===== config.mk =====
export PLATFORM = sky130hd
export DESIGN_NAME = ctrlUnit
export DESIGN_NICKNAME = d
export VERILOG_FILES = /design/src/verilog/ctrlPkg.sv /design/src/verilog/ctrlUnit.sv /design/src/verilog/controlEncoder.sv /design/src/verilog/stepSequencer.sv /design/src/verilog/instrDecoder.sv
export SDC_FILE = /design/constraint.sdc
export NUM_CORES = 1
export LEC_CHECK = 0
export BUFFER_PORTS_ARGS = -buffer_cell sky130_fd_sc_hd__buf_2
export CORE_UTILIZATION = 54
export DETAILED_ROUTE_END_ITERATION = 8
export PLACE_DENSITY = 0.83
export SLEW_MARGIN = 20
export SYNTH_ARGS = -nofsm -noshare
export SYNTH_HDL_FRONTEND = slang
export SYNTH_SLANG_ARGS = --single-unit

===== constraint.sdc =====
create_clock -name clk -period 3.3 [get_ports clk]
set_clock_uncertainty 0.05 [all_clocks]
set_input_delay 0.165 -clock clk [delete_from_list [all_inputs] [get_ports clk]]
set_output_delay 0.165 -clock clk [all_outputs]
set_load 0.03 [all_outputs]

===== src/verilog/ctrlPkg.sv =====
`default_nettype none

package ctrlPkg;

  // Instruction field widths
  localparam int OpcodeWidth = 6;
  localparam int OffsetWidth = 16;

  // Opcodes
  localparam logic [OpcodeWidth-1:0] OpRType = 6'b000000;  // Decoded further by funct
  localparam logic [OpcodeWidth-1:0] OpBeq   = 6'b000100;
  localparam logic [OpcodeWidth-1:0] OpBne   = 6'b000101;
  localparam logic [OpcodeWidth-1:0] OpBle   = 6'b000110;
  localparam logic [OpcodeWidth-1:0] OpBgt   = 6'b000111;
  localparam logic [OpcodeWidth-1:0] OpAddi  = 6'b001000;

  // Funct codes, low six bits of the offset
  localparam logic [5:0] FnBreak = 6'b001011;
  localparam logic [5:0] FnRte   = 6'b010011;
  localparam logic [5:0] FnAdd   = 6'b100000;
  localparam logic [5:0] FnSub   = 6'b100010;
  localparam logic [5:0] FnAnd   = 6'b100100;

  // Instruction classes
  localparam int ClassWidth = 4;
  localparam logic [ClassWidth-1:0] ClsNone  = 4'd0;  // Unknown, refetch
  localparam logic [ClassWidth-1:0] ClsAdd   = 4'd1;
  localparam logic [ClassWidth-1:0] ClsSub   = 4'd2;
  localparam logic [ClassWidth-1:0] ClsAnd   = 4'd3;
  localparam logic [ClassWidth-1:0] ClsAddi  = 4'd4;
  localparam logic [ClassWidth-1:0] ClsBeq   = 4'd5;
  localparam logic [ClassWidth-1:0] ClsBne   = 4'd6;
  localparam logic [ClassWidth-1:0] ClsBle   = 4'd7;
  localparam logic [ClassWidth-1:0] ClsBgt   = 4'd8;
  localparam logic [ClassWidth-1:0] ClsBreak = 4'd9;
  localparam logic [ClassWidth-1:0] ClsRte   = 4'd10;

  // Sequencer phases
  // All ALU classes share PhAlu and all branches share PhBranch
  localparam int PhaseWidth = 3;
  localparam logic [PhaseWidth-1:0] PhReset  = 3'd0;
  localparam logic [PhaseWidth-1:0] PhFetch  = 3'd1;
  localparam logic [PhaseWidth-1:0] PhAlu    = 3'd2;
  localparam logic [PhaseWidth-1:0] PhBranch = 3'd3;
  localparam logic [PhaseWidth-1:0] PhBreak  = 3'd4;
  localparam logic [PhaseWidth-1:0] PhRte    = 3'd5;

  localparam int StepWidth = 3;

  // ALU operations
  localparam int AluOpWidth = 3;
  localparam logic [AluOpWidth-1:0] AluNop = 3'd0;
  localparam logic [AluOpWidth-1:0] AluAdd = 3'd1;
  localparam logic [AluOpWidth-1:0] AluSub = 3'd2;
  localparam logic [AluOpWidth-1:0] AluAnd = 3'd3;
  localparam logic [AluOpWidth-1:0] AluCmp = 3'd7;  // Sets eq and gt

  // ALU operand A
  localparam logic [1:0] SrcAPc   = 2'd0;
  localparam logic [1:0] SrcARegA = 2'd1;

  // ALU operand B
  localparam logic [1:0] SrcBRegB      = 2'd0;
  localparam logic [1:0] SrcBFour      = 2'd1;
  localparam logic [1:0] SrcBImm       = 2'd2;  // Sign extended offset
  localparam logic [1:0] SrcBBranchOff = 2'd3;  // Offset shifted left by two

  // Register file write address
  localparam logic [1:0] DstRt = 2'd0;
  localparam logic [1:0] DstRd = 2'd1;

  // Next PC source
  localparam logic [2:0] PcSrcEpc       = 3'd0;
  localparam logic [2:0] PcSrcAluResult = 3'd1;
  localparam logic [2:0] PcSrcAluOut    = 3'd2;

endpackage

`default_nettype wire

===== src/verilog/ctrlUnit.sv =====
`default_nettype none

module ctrlUnit #(
  parameter int MemWaitCycles = 3
) (
  input  wire                             clk,
  input  wire                             reset,
  input  wire  [ctrlPkg::OpcodeWidth-1:0] opcode,
  input  wire  [ctrlPkg::OffsetWidth-1:0] offset,
  input  wire                             eq,
  input  wire                             gt,
  output wire                             pcWrite,
  output wire                             irWrite,
  output wire                             brWrite,
  output wire                             abWrite,
  output wire                             aluOutWrite,
  output wire  [ctrlPkg::AluOpWidth-1:0]  aluOp,
  output wire  [1:0]                      regDst,
  output wire  [1:0]                      aluSrcA,
  output wire  [1:0]                      aluSrcB,
  output wire  [2:0]                      pcSource,
  output wire                             rstOut
);

  import ctrlPkg::*;

  wire [ClassWidth-1:0] instrClass;
  wire [ClassWidth-1:0] heldClass;
  wire [PhaseWidth-1:0] phase;
  wire [StepWidth-1:0]  step;

  instrDecoder u_instrDecoder (
    .opcode     (opcode),
    .funct      (offset[5:0]),  // Funct sits in the low offset bits
    .instrClass (instrClass)
  );

  stepSequencer #(
    .MemWaitCycles (MemWaitCycles)
  ) u_stepSequencer (
    .clk        (clk),
    .reset      (reset),
    .instrClass (instrClass),
    .phase      (phase),
    .step       (step),
    .heldClass  (heldClass),
    .rstOut     (rstOut)
  );

  controlEncoder #(
    .MemWaitCycles (MemWaitCycles)
  ) u_controlEncoder (
    .clk         (clk),
    .reset       (reset),
    .phase       (phase),
    .step        (step),
    .heldClass   (heldClass),
    .eq          (eq),
    .gt          (gt),
    .pcWrite     (pcWrite),
    .irWrite     (irWrite),
    .brWrite     (brWrite),
    .abWrite     (abWrite),
    .aluOutWrite (aluOutWrite),
    .aluOp       (aluOp),
    .regDst      (regDst),
    .aluSrcA     (aluSrcA),
    .aluSrcB     (aluSrcB),
    .pcSource    (pcSource)
  );

endmodule

`default_nettype wire


===== src/verilog/controlEncoder.sv =====
`default_nettype none

module controlEncoder #(
  parameter int MemWaitCycles = 3
) (
  input  wire                             clk,
  input  wire                             reset,
  input  wire  [ctrlPkg::PhaseWidth-1:0]  phase,
  input  wire  [ctrlPkg::StepWidth-1:0]   step,
  input  wire  [ctrlPkg::ClassWidth-1:0]  heldClass,
  input  wire                             eq,
  input  wire                             gt,
  output logic                            pcWrite,
  output logic                            irWrite,
  output logic                            brWrite,
  output logic                            abWrite,
  output logic                            aluOutWrite,
  output logic [ctrlPkg::AluOpWidth-1:0]  aluOp,
  output logic [1:0]                      regDst,
  output logic [1:0]                      aluSrcA,
  output logic [1:0]                      aluSrcB,
  output logic [2:0]                      pcSource
);

  import ctrlPkg::*;

  localparam logic [StepWidth-1:0] WriteStep = StepWidth'(MemWaitCycles);      // PC and IR
  localparam logic [StepWidth-1:0] LoadStep  = StepWidth'(MemWaitCycles + 1);  // A and B

  logic                  pcWriteNext;
  logic                  irWriteNext;
  logic                  brWriteNext;
  logic                  abWriteNext;
  logic                  aluOutWriteNext;
  logic [AluOpWidth-1:0] aluOpNext;
  logic [1:0]            regDstNext;
  logic [1:0]            aluSrcANext;
  logic [1:0]            aluSrcBNext;
  logic [2:0]            pcSourceNext;
  logic                  taken;
  logic                  isAddi;
  logic [AluOpWidth-1:0] classOp;

  assign isAddi = (heldClass == ClsAddi);

  // Branch condition from the ALU compare flags
  always_comb begin
    case (heldClass)
      ClsBeq:  taken = eq;
      ClsBne:  taken = !eq;
      ClsBle:  taken = !gt;
      ClsBgt:  taken = gt;
      default: taken = 1'b0;
    endcase
  end

  always_comb begin
    case (heldClass)
      ClsSub:  classOp = AluSub;
      ClsAnd:  classOp = AluAnd;
      default: classOp = AluAdd;  // ADD and ADDI
    endcase
  end

  always_comb begin
    pcWriteNext     = 1'b0;
    irWriteNext     = 1'b0;
    brWriteNext     = 1'b0;
    abWriteNext     = 1'b0;
    aluOutWriteNext = 1'b0;
    aluOpNext       = AluNop;
    regDstNext      = DstRt;
    aluSrcANext     = SrcAPc;
    aluSrcBNext     = SrcBRegB;
    pcSourceNext    = PcSrcEpc;
    case (phase)
      PhFetch: begin
        if (step < WriteStep) begin
          // Memory wait while the ALU forms PC+4
          aluOutWriteNext = 1'b1;
          aluOpNext       = AluAdd;
          aluSrcANext     = SrcAPc;
          aluSrcBNext     = SrcBFour;
          pcSourceNext    = PcSrcAluResult;
        end else if (step == WriteStep) begin
          pcWriteNext  = 1'b1;
          irWriteNext  = 1'b1;
          pcSourceNext = PcSrcAluOut;
        end else if (step == LoadStep) begin
          abWriteNext = 1'b1;
        end
      end
      PhAlu: begin
        if (step == 3'd0) begin
          aluOutWriteNext = 1'b1;
          aluOpNext       = classOp;
          aluSrcANext     = SrcARegA;
          aluSrcBNext     = isAddi ? SrcBImm : SrcBRegB;
        end else if (step == 3'd1) begin
          brWriteNext = 1'b1;                  // Write back from ALUOut
          regDstNext  = isAddi ? DstRt : DstRd;
        end
      end
      PhBranch: begin
        if (step == 3'd0) begin
          // Target address into ALUOut
          aluOutWriteNext = 1'b1;
          aluOpNext       = AluAdd;
          aluSrcANext     = SrcAPc;
          aluSrcBNext     = SrcBBranchOff;
        end else if (step == 3'd1 || step == 3'd2) begin
          aluOpNext    = AluCmp;
          aluSrcANext  = SrcARegA;
          aluSrcBNext  = SrcBRegB;
          pcSourceNext = PcSrcAluOut;
          pcWriteNext  = (step == 3'd2) && taken;  // Flags settle in step 1
        end
      end
      PhRte: begin
        if (step == 3'd0) begin
          pcWriteNext  = 1'b1;
          pcSourceNext = PcSrcEpc;
        end
      end
      default: ;  // PhReset and PhBreak drive nothing
    endcase
  end

  always_ff @(posedge clk) begin
    if (reset) begin
      pcWrite     <= 1'b0;
      irWrite     <= 1'b0;
      brWrite     <= 1'b0;
      abWrite     <= 1'b0;
      aluOutWrite <= 1'b0;
      aluOp       <= AluNop;
      regDst      <= DstRt;
      aluSrcA     <= SrcAPc;
      aluSrcB     <= SrcBRegB;
      pcSource    <= PcSrcEpc;
    end else begin
      pcWrite     <= pcWriteNext;
      irWrite     <= irWriteNext;
      brWrite     <= brWriteNext;
      abWrite     <= abWriteNext;
      aluOutWrite <= aluOutWriteNext;
      aluOp       <= aluOpNext;
      regDst      <= regDstNext;
      aluSrcA     <= aluSrcANext;
      aluSrcB     <= aluSrcBNext;
      pcSource    <= pcSourceNext;
    end
  end

  // IR only loads together with the new PC
  assert property (@(posedge clk) disable iff (reset) irWrite |-> pcWrite)
    else $error("irWrite without pcWrite");

  // ALUOut would be overwritten while it feeds the PC
  assert property (@(posedge clk) disable iff (reset) !(pcWrite && aluOutWrite))
    else $error("pcWrite and aluOutWrite both high");

endmodule

`default_nettype wire


===== src/verilog/stepSequencer.sv =====
`default_nettype none

module stepSequencer #(
  parameter int MemWaitCycles = 3
) (
  input  wire                             clk,
  input  wire                             reset,
  input  wire  [ctrlPkg::ClassWidth-1:0]  instrClass,
  output logic [ctrlPkg::PhaseWidth-1:0]  phase,
  output logic [ctrlPkg::StepWidth-1:0]   step,
  output logic [ctrlPkg::ClassWidth-1:0]  heldClass,
  output logic                            rstOut
);

  import ctrlPkg::*;

  // Fetch ends with the decode step
  localparam logic [StepWidth-1:0] DecodeStep = StepWidth'(MemWaitCycles + 2);

  // Last step of each execute phase
  localparam logic [StepWidth-1:0] AluLast    = 3'd2;
  localparam logic [StepWidth-1:0] BranchLast = 3'd3;
  localparam logic [StepWidth-1:0] BreakLast  = 3'd0;
  localparam logic [StepWidth-1:0] RteLast    = 3'd1;

  logic                  resetQ;     // Reset seen on the previous edge
  logic [StepWidth-1:0]  lastStep;
  logic [PhaseWidth-1:0] classPhase;
  logic                  decodeNow;

  always_comb begin
    case (phase)
      PhFetch:  lastStep = DecodeStep;
      PhAlu:    lastStep = AluLast;
      PhBranch: lastStep = BranchLast;
      PhBreak:  lastStep = BreakLast;
      PhRte:    lastStep = RteLast;
      default:  lastStep = '0;  // PhReset and unused codes leave at once
    endcase
  end

  // Phase entered after decode
  always_comb begin
    case (instrClass)
      ClsAdd, ClsSub, ClsAnd, ClsAddi: classPhase = PhAlu;
      ClsBeq, ClsBne, ClsBle, ClsBgt:  classPhase = PhBranch;
      ClsBreak:                        classPhase = PhBreak;
      ClsRte:                          classPhase = PhRte;
      default:                         classPhase = PhFetch;  // Refetch
    endcase
  end

  assign decodeNow = (phase == PhFetch) && (step == DecodeStep);

  always_ff @(posedge clk) begin
    resetQ <= reset;
  end

  always_ff @(posedge clk) begin
    if (reset) begin
      step <= '0;
      if (resetQ) begin
        phase  <= PhFetch;
        rstOut <= 1'b0;
      end else begin
        // First reset cycle only
        phase  <= PhReset;
        rstOut <= 1'b1;
      end
    end else begin
      rstOut <= 1'b0;
      if (decodeNow) begin
        phase <= classPhase;
        step  <= '0;
      end else if (step == lastStep) begin
        phase <= PhFetch;  // Also the way out of PhReset
        step  <= '0;
      end else begin
        step <= step + 1'b1;
      end
    end
  end

  // Class stays put for the whole execute phase
  always_ff @(posedge clk) begin
    if (decodeNow) heldClass <= instrClass;
  end

  assert property (@(posedge clk) disable iff (reset) step <= lastStep)
    else $error("step %0d past end of phase %0d", step, phase);

endmodule

`default_nettype wire


===== src/verilog/instrDecoder.sv =====
`default_nettype none

module instrDecoder (
  input  wire  [ctrlPkg::OpcodeWidth-1:0] opcode,
  input  wire  [5:0]                      funct,
  output logic [ctrlPkg::ClassWidth-1:0]  instrClass
);

  import ctrlPkg::*;

  // R-type instructions are told apart by funct alone
  always_comb begin
    instrClass = ClsNone;
    case (opcode)
      OpRType: begin
        case (funct)
          FnAdd:   instrClass = ClsAdd;
          FnSub:   instrClass = ClsSub;
          FnAnd:   instrClass = ClsAnd;
          FnBreak: instrClass = ClsBreak;
          FnRte:   instrClass = ClsRte;
          default: instrClass = ClsNone;  // Shifts, mult, div and the rest
        endcase
      end
      OpAddi:  instrClass = ClsAddi;
      OpBeq:   instrClass = ClsBeq;
      OpBne:   instrClass = ClsBne;
      OpBle:   instrClass = ClsBle;
      OpBgt:   instrClass = ClsBgt;
      default: instrClass = ClsNone;
    endcase
  end

endmodule

`default_nettype wire


After elaboration in Yosys (flattened, before gate mapping). Memory sizes are Yosys's and may differ from the RTL's. Index checks and enable logic that the tools add are counted.

Bits in registers: 29. Latch bits: 0. Memory bits (writable): 0. Memory bits (read-only): 48. Output and inout port bits: 18. Memories kept: 1.

$add $sub $neg: 1. $mul: 0. Divide/modulo/power cells: 0. $lt $le $gt $ge: 1. Eq/ne operators: 27. Shifts and indexed selects: 0. Mux-type cells: 40. Bitwise logic cells: 3. Reductions and logical operators: 14.

Memories: (name not given) (depth 16, width 3, rd ports 1, clocked after memory_dff 0, write ports 0, line stepSequencer.sv:44) `case (instrClass)`.

Operators by type and width (count): $eq A6 B3 Y1 const B (4); $pmux W4 S6 (1); $mux W3 (7); $pmux W4 S5 (1); $eq A6 B6 Y1 const B (3); $eq A4 B3 Y1 const B (4); $mux W1 (15); $mux W2 (7); $eq A3 B2 Y1 const B (4); $eq A6 B4 Y1 const B (2); $pmux W3 S4 (1); $eq A3 B3 Y1 const B (3); $pmux W3 S3 (1); $eq A4 B2 Y1 const B (2); $pmux W2 S2 (2); $reduce_or A4 Y1 (2); $eq A3 B1 Y1 const B (2); $eq A6 B5 Y1 const B (1); $logic_not A6 Y1 (1); $pmux W2 S3 (1); $pmux W3 S2 (1); $reduce_or A3 Y1 (2); $eq A4 B4 Y1 const B (1); $pmux W1 S4 (1); 12 further kinds (17).

Longest topological paths before layout.
Depth after elaboration: 6. Gate-level depth with buffers: 8. Depth with buffers taken out: 8.

Modules after synthesis. From an unflattened synthesis, not the netlist that was laid out.

Cell total of the unflattened synthesis: 144. Area, all modules: 1442.6 sq um.

Modules (own cells, without submodules): controlEncoder (instances 1, cells an instance 69, area an instance 656.9 sq um); stepSequencer (instances 1, cells an instance 49, area an instance 598.1 sq um); instrDecoder (instances 1, cells an instance 26, area an instance 187.7 sq um).

Least setup slack after synthesis. No wires, ideal clock.

Path type: input port to flip-flop. Start: input offset[2] in the netlist's numbering. End: register u_stepSequencer.phase[1] in the netlist's numbering, data pin. Setup time: 0.271 ns. Data arrival time: 1.636 ns. Required time: 2.979 ns. Setup slack: 1.343 ns. Cell stages on the path: 8. Cells stage by stage: and4bb_2 -> a21o_1 -> a21oi_1 -> or3_1 -> ha_1 -> ha_1 -> nor3_1 -> a311oi_2.

Longest elaborated chain between the ends: 6. Elaborated cells between the ends (all ways): 10. Classes of those cells: 5 x eq/ne; 4 x mux; 1 x memory.

Ends and longest elaborated chain: start: declaration (line ctrlUnit.sv:9) `input wire [ctrlPkg::OffsetWidth-1:0] offset,`; $eq A6 B5 Y1 (tied with other cells) (line instrDecoder.sv:16) `case (funct)`; $pmux W4 S5 * (line instrDecoder.sv:16); $pmux W4 S6 * (line instrDecoder.sv:14) `case (opcode)`; $mem_v2 Z16 W3 *; $mux W3 * (line stepSequencer.sv:72) `if (decodeNow) begin`; $mux W3 * (line stepSequencer.sv:60) `if (reset) begin`; end signal: assignment (line stepSequencer.sv:63) `phase <= PhFetch;`; end signal: assignment (line stepSequencer.sv:73) `phase <= classPhase;`; end signal: assignment (line stepSequencer.sv:76) `phase <= PhFetch;`; end: declaration (line stepSequencer.sv:9) `output logic [ctrlPkg::PhaseWidth-1:0] phase,`.

Mark *: on every way between the ends. The rest lies on a longest branch, timed or not. A chain may end at the register's enable or synchronous reset.

Worst setup path in the final report. Ends and elaborated chain as after synthesis.

==> results.py <==
metrics = {
    "clock_tree": {
        "clkTransAtPathRegs_ns": 0.13,
        "cts_setup_buffers": 0,
        "cts_tree": "done",
        "clock_sinks": 26,
        "numCtsBuffers": 3,
        "clockRootBuffer": "clkbuf_4",
        "holdBufCountCts": 0,
        "clockBufferDepth": 2,
        "worstSkewPairLatency_ns": 0.30,
        "cts.repair.resized": 0,
        "h-tree-depth": 1,
    },
    "global_route": {
        "grt_max_degree": 15,
        "grt_util_met1_pct": 22.0,
        "grtUsageMet2_pct": 39.6,
        "antenna_found_initial": 0,
        "grt_first_pass_wirelength_um": 4280,
        "grt_pass1_vias": 1072,
        "globalRouteMet3Util_pct": 3.67,
        "grt_usage_pct": 20.4,
        "grt_busiest_layer": "met2",
        "overflow": 0,
    },
    "run": {
        "drv_cap": 0,
    },
    "synth": {
        "muxShareOfSynthArea_pct": 0.697,
        "synth_seq_cells": 26,
        "synth.distinct_cells": 52,
        "synth-edff-count": 7,
        "yosysSeqAreaShare_pct": 41.1,
        "synth_top_family_by_area": "simple AND/OR/NAND/NOR gates",
        "synth_compound_area_share_pct": 13.3,
        "synth_adder_area_share_pct": 7.84,
        "synth_xor_area_share_pct": 1.22,
        "netlist_area_um2": 1440,
        "yosys.area_share.simple_pct": 29.9,
        "avgSynthCellArea_um2": 9.58,
        "synthArstFlopShare_pct": 0,
        "ys.warnings.count": 0,
        "synth-main-ff-cell": "dfxtp_1",
        "syn_inst": 150,
    },
    "floorplanning": {
        "core-area_um2": 2500,
        "die_w_um": 53.6,
        "die_h_um": 53.6,
        "num_rows": 18,
        "initial_core_util_pct": 57.5,
        "die-area_um2": 2870,
        "ios": 44,
    },
    "finish": {
        "fillers": 201,
        "seq_area_um2": 591,
        "multiInputGateArea_um2": 772,
        "layout-drive-gt1-share_pct": 22.9,
        "diodes": 0,
        "final_cell_mix": "buf_2 (30), dfxtp_1 (19), nor2_1 (13), inv_1 (10), nor3_1 (10)",
        "area_growth_pct": 12.4,
        "final_core_util_pct": 64.6,
        "layout_commonest_cell": "buf_2",
        "nets": 215,
    },
    "critical_path": {
        "crit_fanout": 3,
        "crit_path_end": "u_stepSequencer.phase[1]$_SDFFCE_PP0P_",
        "reg2reg_from": "u_stepSequencer.phase[1]$_SDFFCE_PP0P_",
        "crit_start": "offset[2]",
        "ff2ff_path_depth": 4,
        "arrival_ns": 2.00,
        "cp.required_ns": 3.31,
        "r2r_slack_ns": 1.43,
        "critPathCaptureType": "flip-flop",
        "r2r-end": "u_stepSequencer.phase[2]$_SDFFCE_PP0P_",
        "critPathKind": "input port to flip-flop",
        "start_kind": "input port",
    },
    "place": {
        "place.gp.congestion": 0.874,
        "dp_hpwl_um": 2090,
        "port_buffers": 30,
    },
    "route": {
        "wl_um": 2590,
        "drc": 0,
        "drtAntennaViolNets": 0,
        "viasPerCell": 5.61,
        "routedWlPerCell_um": 12.4,
        "vias": 1172,
        "first_iter_violations": 22,
        "dr.pass1.iters": 4,
    },
    "power_and_ir_drop": {
        "p_leak_uw": 0.000724,
        "ir_drop_mv": 0.285,
        "powerDensity_nw_per_um2": 411,
    },
    "timing": {
        "timing.fmax_ghz": 0.501,
        "finalMaxSlewViolations": 0,
        "finalHoldViolCount": 0,
        "grt_setup_unrepaired": "false",
        "finalCritPeriodShare_pct": 60.5,
        "fin_crit_ns": 2.00,
        "final-setup-viol-count": 0,
        "fin_setup_tns_ns": 0,
    },
    "run_status": {
        "outcome": "finished clean",
    },
    "worst_hold_path": {
        "hold_class": "input port to flip-flop",
    },
}
registers in the layout (all words and copies together) (netlist names):
name	flops
u_controlEncoder.aluOp	3
u_controlEncoder.pcWrite	1
u_controlEncoder.regDst	1
u_controlEncoder.pcSource	2
u_stepSequencer.phase	3
u_stepSequencer.heldClass	4
u_controlEncoder.aluOutWrite	1
u_controlEncoder.aluSrcB	2
u_controlEncoder.brWrite	1
u_controlEncoder.aluSrcA	1
u_stepSequencer.resetQ	1
u_stepSequencer.step	3
u_controlEncoder.abWrite	1
u_stepSequencer.rstOut	1
u_controlEncoder.irWrite	1
where the power goes:
part / internal, uW / switching, uW / total, uW
sequential: 350 / 26.7 / 377
combinational: 61.3 / 97.1 / 158
clock: 44.1 / 84.0 / 128
total: 456 / 208 / 664
kinds of logic after synthesis:
kind of cell,Yosys count
adder cells (fa/ha/maj),9
XOR/XNOR,2
flip-flops,26
AO/OA/AOI/OAI,27
buffers and inverters,17
other,1
AND/OR/NAND/NOR,67
multiplexers,1
cell usage after synthesis (2+ instances only):
cell | number | area, um2
ha_1 | 9 | 113
nand2b_1 | 6 | 37.5
nor4bb_1 | 2 | 20.0
o21ai_0 | 5 | 25.0
a31oi_1 | 3 | 18.8
dfxtp_1 | 19 | 380
o21ai_2 | 2 | 17.5
a311oi_1 | 2 | 17.5
buf_4 | 4 | 30.0
inv_1 | 10 | 37.5
nor3_1 | 10 | 50.1
or3_1 | 2 | 12.5
nor2b_1 | 3 | 18.8
nor3b_1 | 5 | 37.5
o21bai_1 | 2 | 15.0
nand3_1 | 3 | 15.0
edfxtp_1 | 7 | 210
a21oi_1 | 4 | 20.0
or2_1 | 2 | 12.5
nor2_1 | 13 | 48.8
nand4_1 | 2 | 12.5
xor2_1 | 2 | 17.5
o31ai_1 | 2 | 15.0
nand2_1 | 3 | 11.3
worst min-delay path by stage:
stage                              startpoint                                end  slack, ns  cells after the start
2_1_floorplan                           reset     u_stepSequencer.resetQ$_DFF_P_       0.14                      0
3_3_place_gp   u_stepSequencer.resetQ$_DFF_P_  u_stepSequencer.rstOut$_SDFF_PN0_       0.34                      1
3_5_place_dp   u_stepSequencer.resetQ$_DFF_P_  u_stepSequencer.rstOut$_SDFF_PN0_       0.34                      1
4_1_cts                                 reset     u_stepSequencer.resetQ$_DFF_P_       0.02                      1
5_1_grt                                 reset     u_stepSequencer.resetQ$_DFF_P_      0.008                      1
6_report                                reset     u_stepSequencer.resetQ$_DFF_P_       0.03                      1
worst max-delay path, cell delays in order:
cell and delay, ns:
buf_2 0.11, and4bb_2 0.32, a22oi_1 0.10, o41ai_1 0.31, nand3_1 0.23, ha_1 0.25, ha_1 0.18, nor3_1 0.26
a311oi_2 0.08
cell type report:
cell class	count	share of cell area, %
clock buffers	3	1.40
clock inverters	1	0.233
inverters	10	2.33
multi-input cells	109	47.8
flip-flops and latches	26	36.6
well taps	30	2.33
repair buffers	30	9.30
layer usage:
metal  wire [um]  part of all wire [%]
met3          93                   3.6
met1        1070                    41
met5           0                     0
met4          13                  0.50
met2        1420                    55
per-stage QoR:
step / cells / power [uW] / cell area [um2] / hold slack, ns / setup slack (ns)
after floorplan: 152 / 497 / 1440 / 0.143 / 1.34
after global placement: 205 / 533 / 1590 / 0.340 / 1.08
after detailed placement: 205 / 541 / 1590 / 0.343 / 0.987
after CTS: 209 / 668 / 1610 / 0.0159 / 1.33
after global routing: 209 / 704 / 1610 / 0.00817 / 1.25
final: 209 / 664 / 1610 / 0.0340 / 1.30
Power figures use the tool's default switching activity.
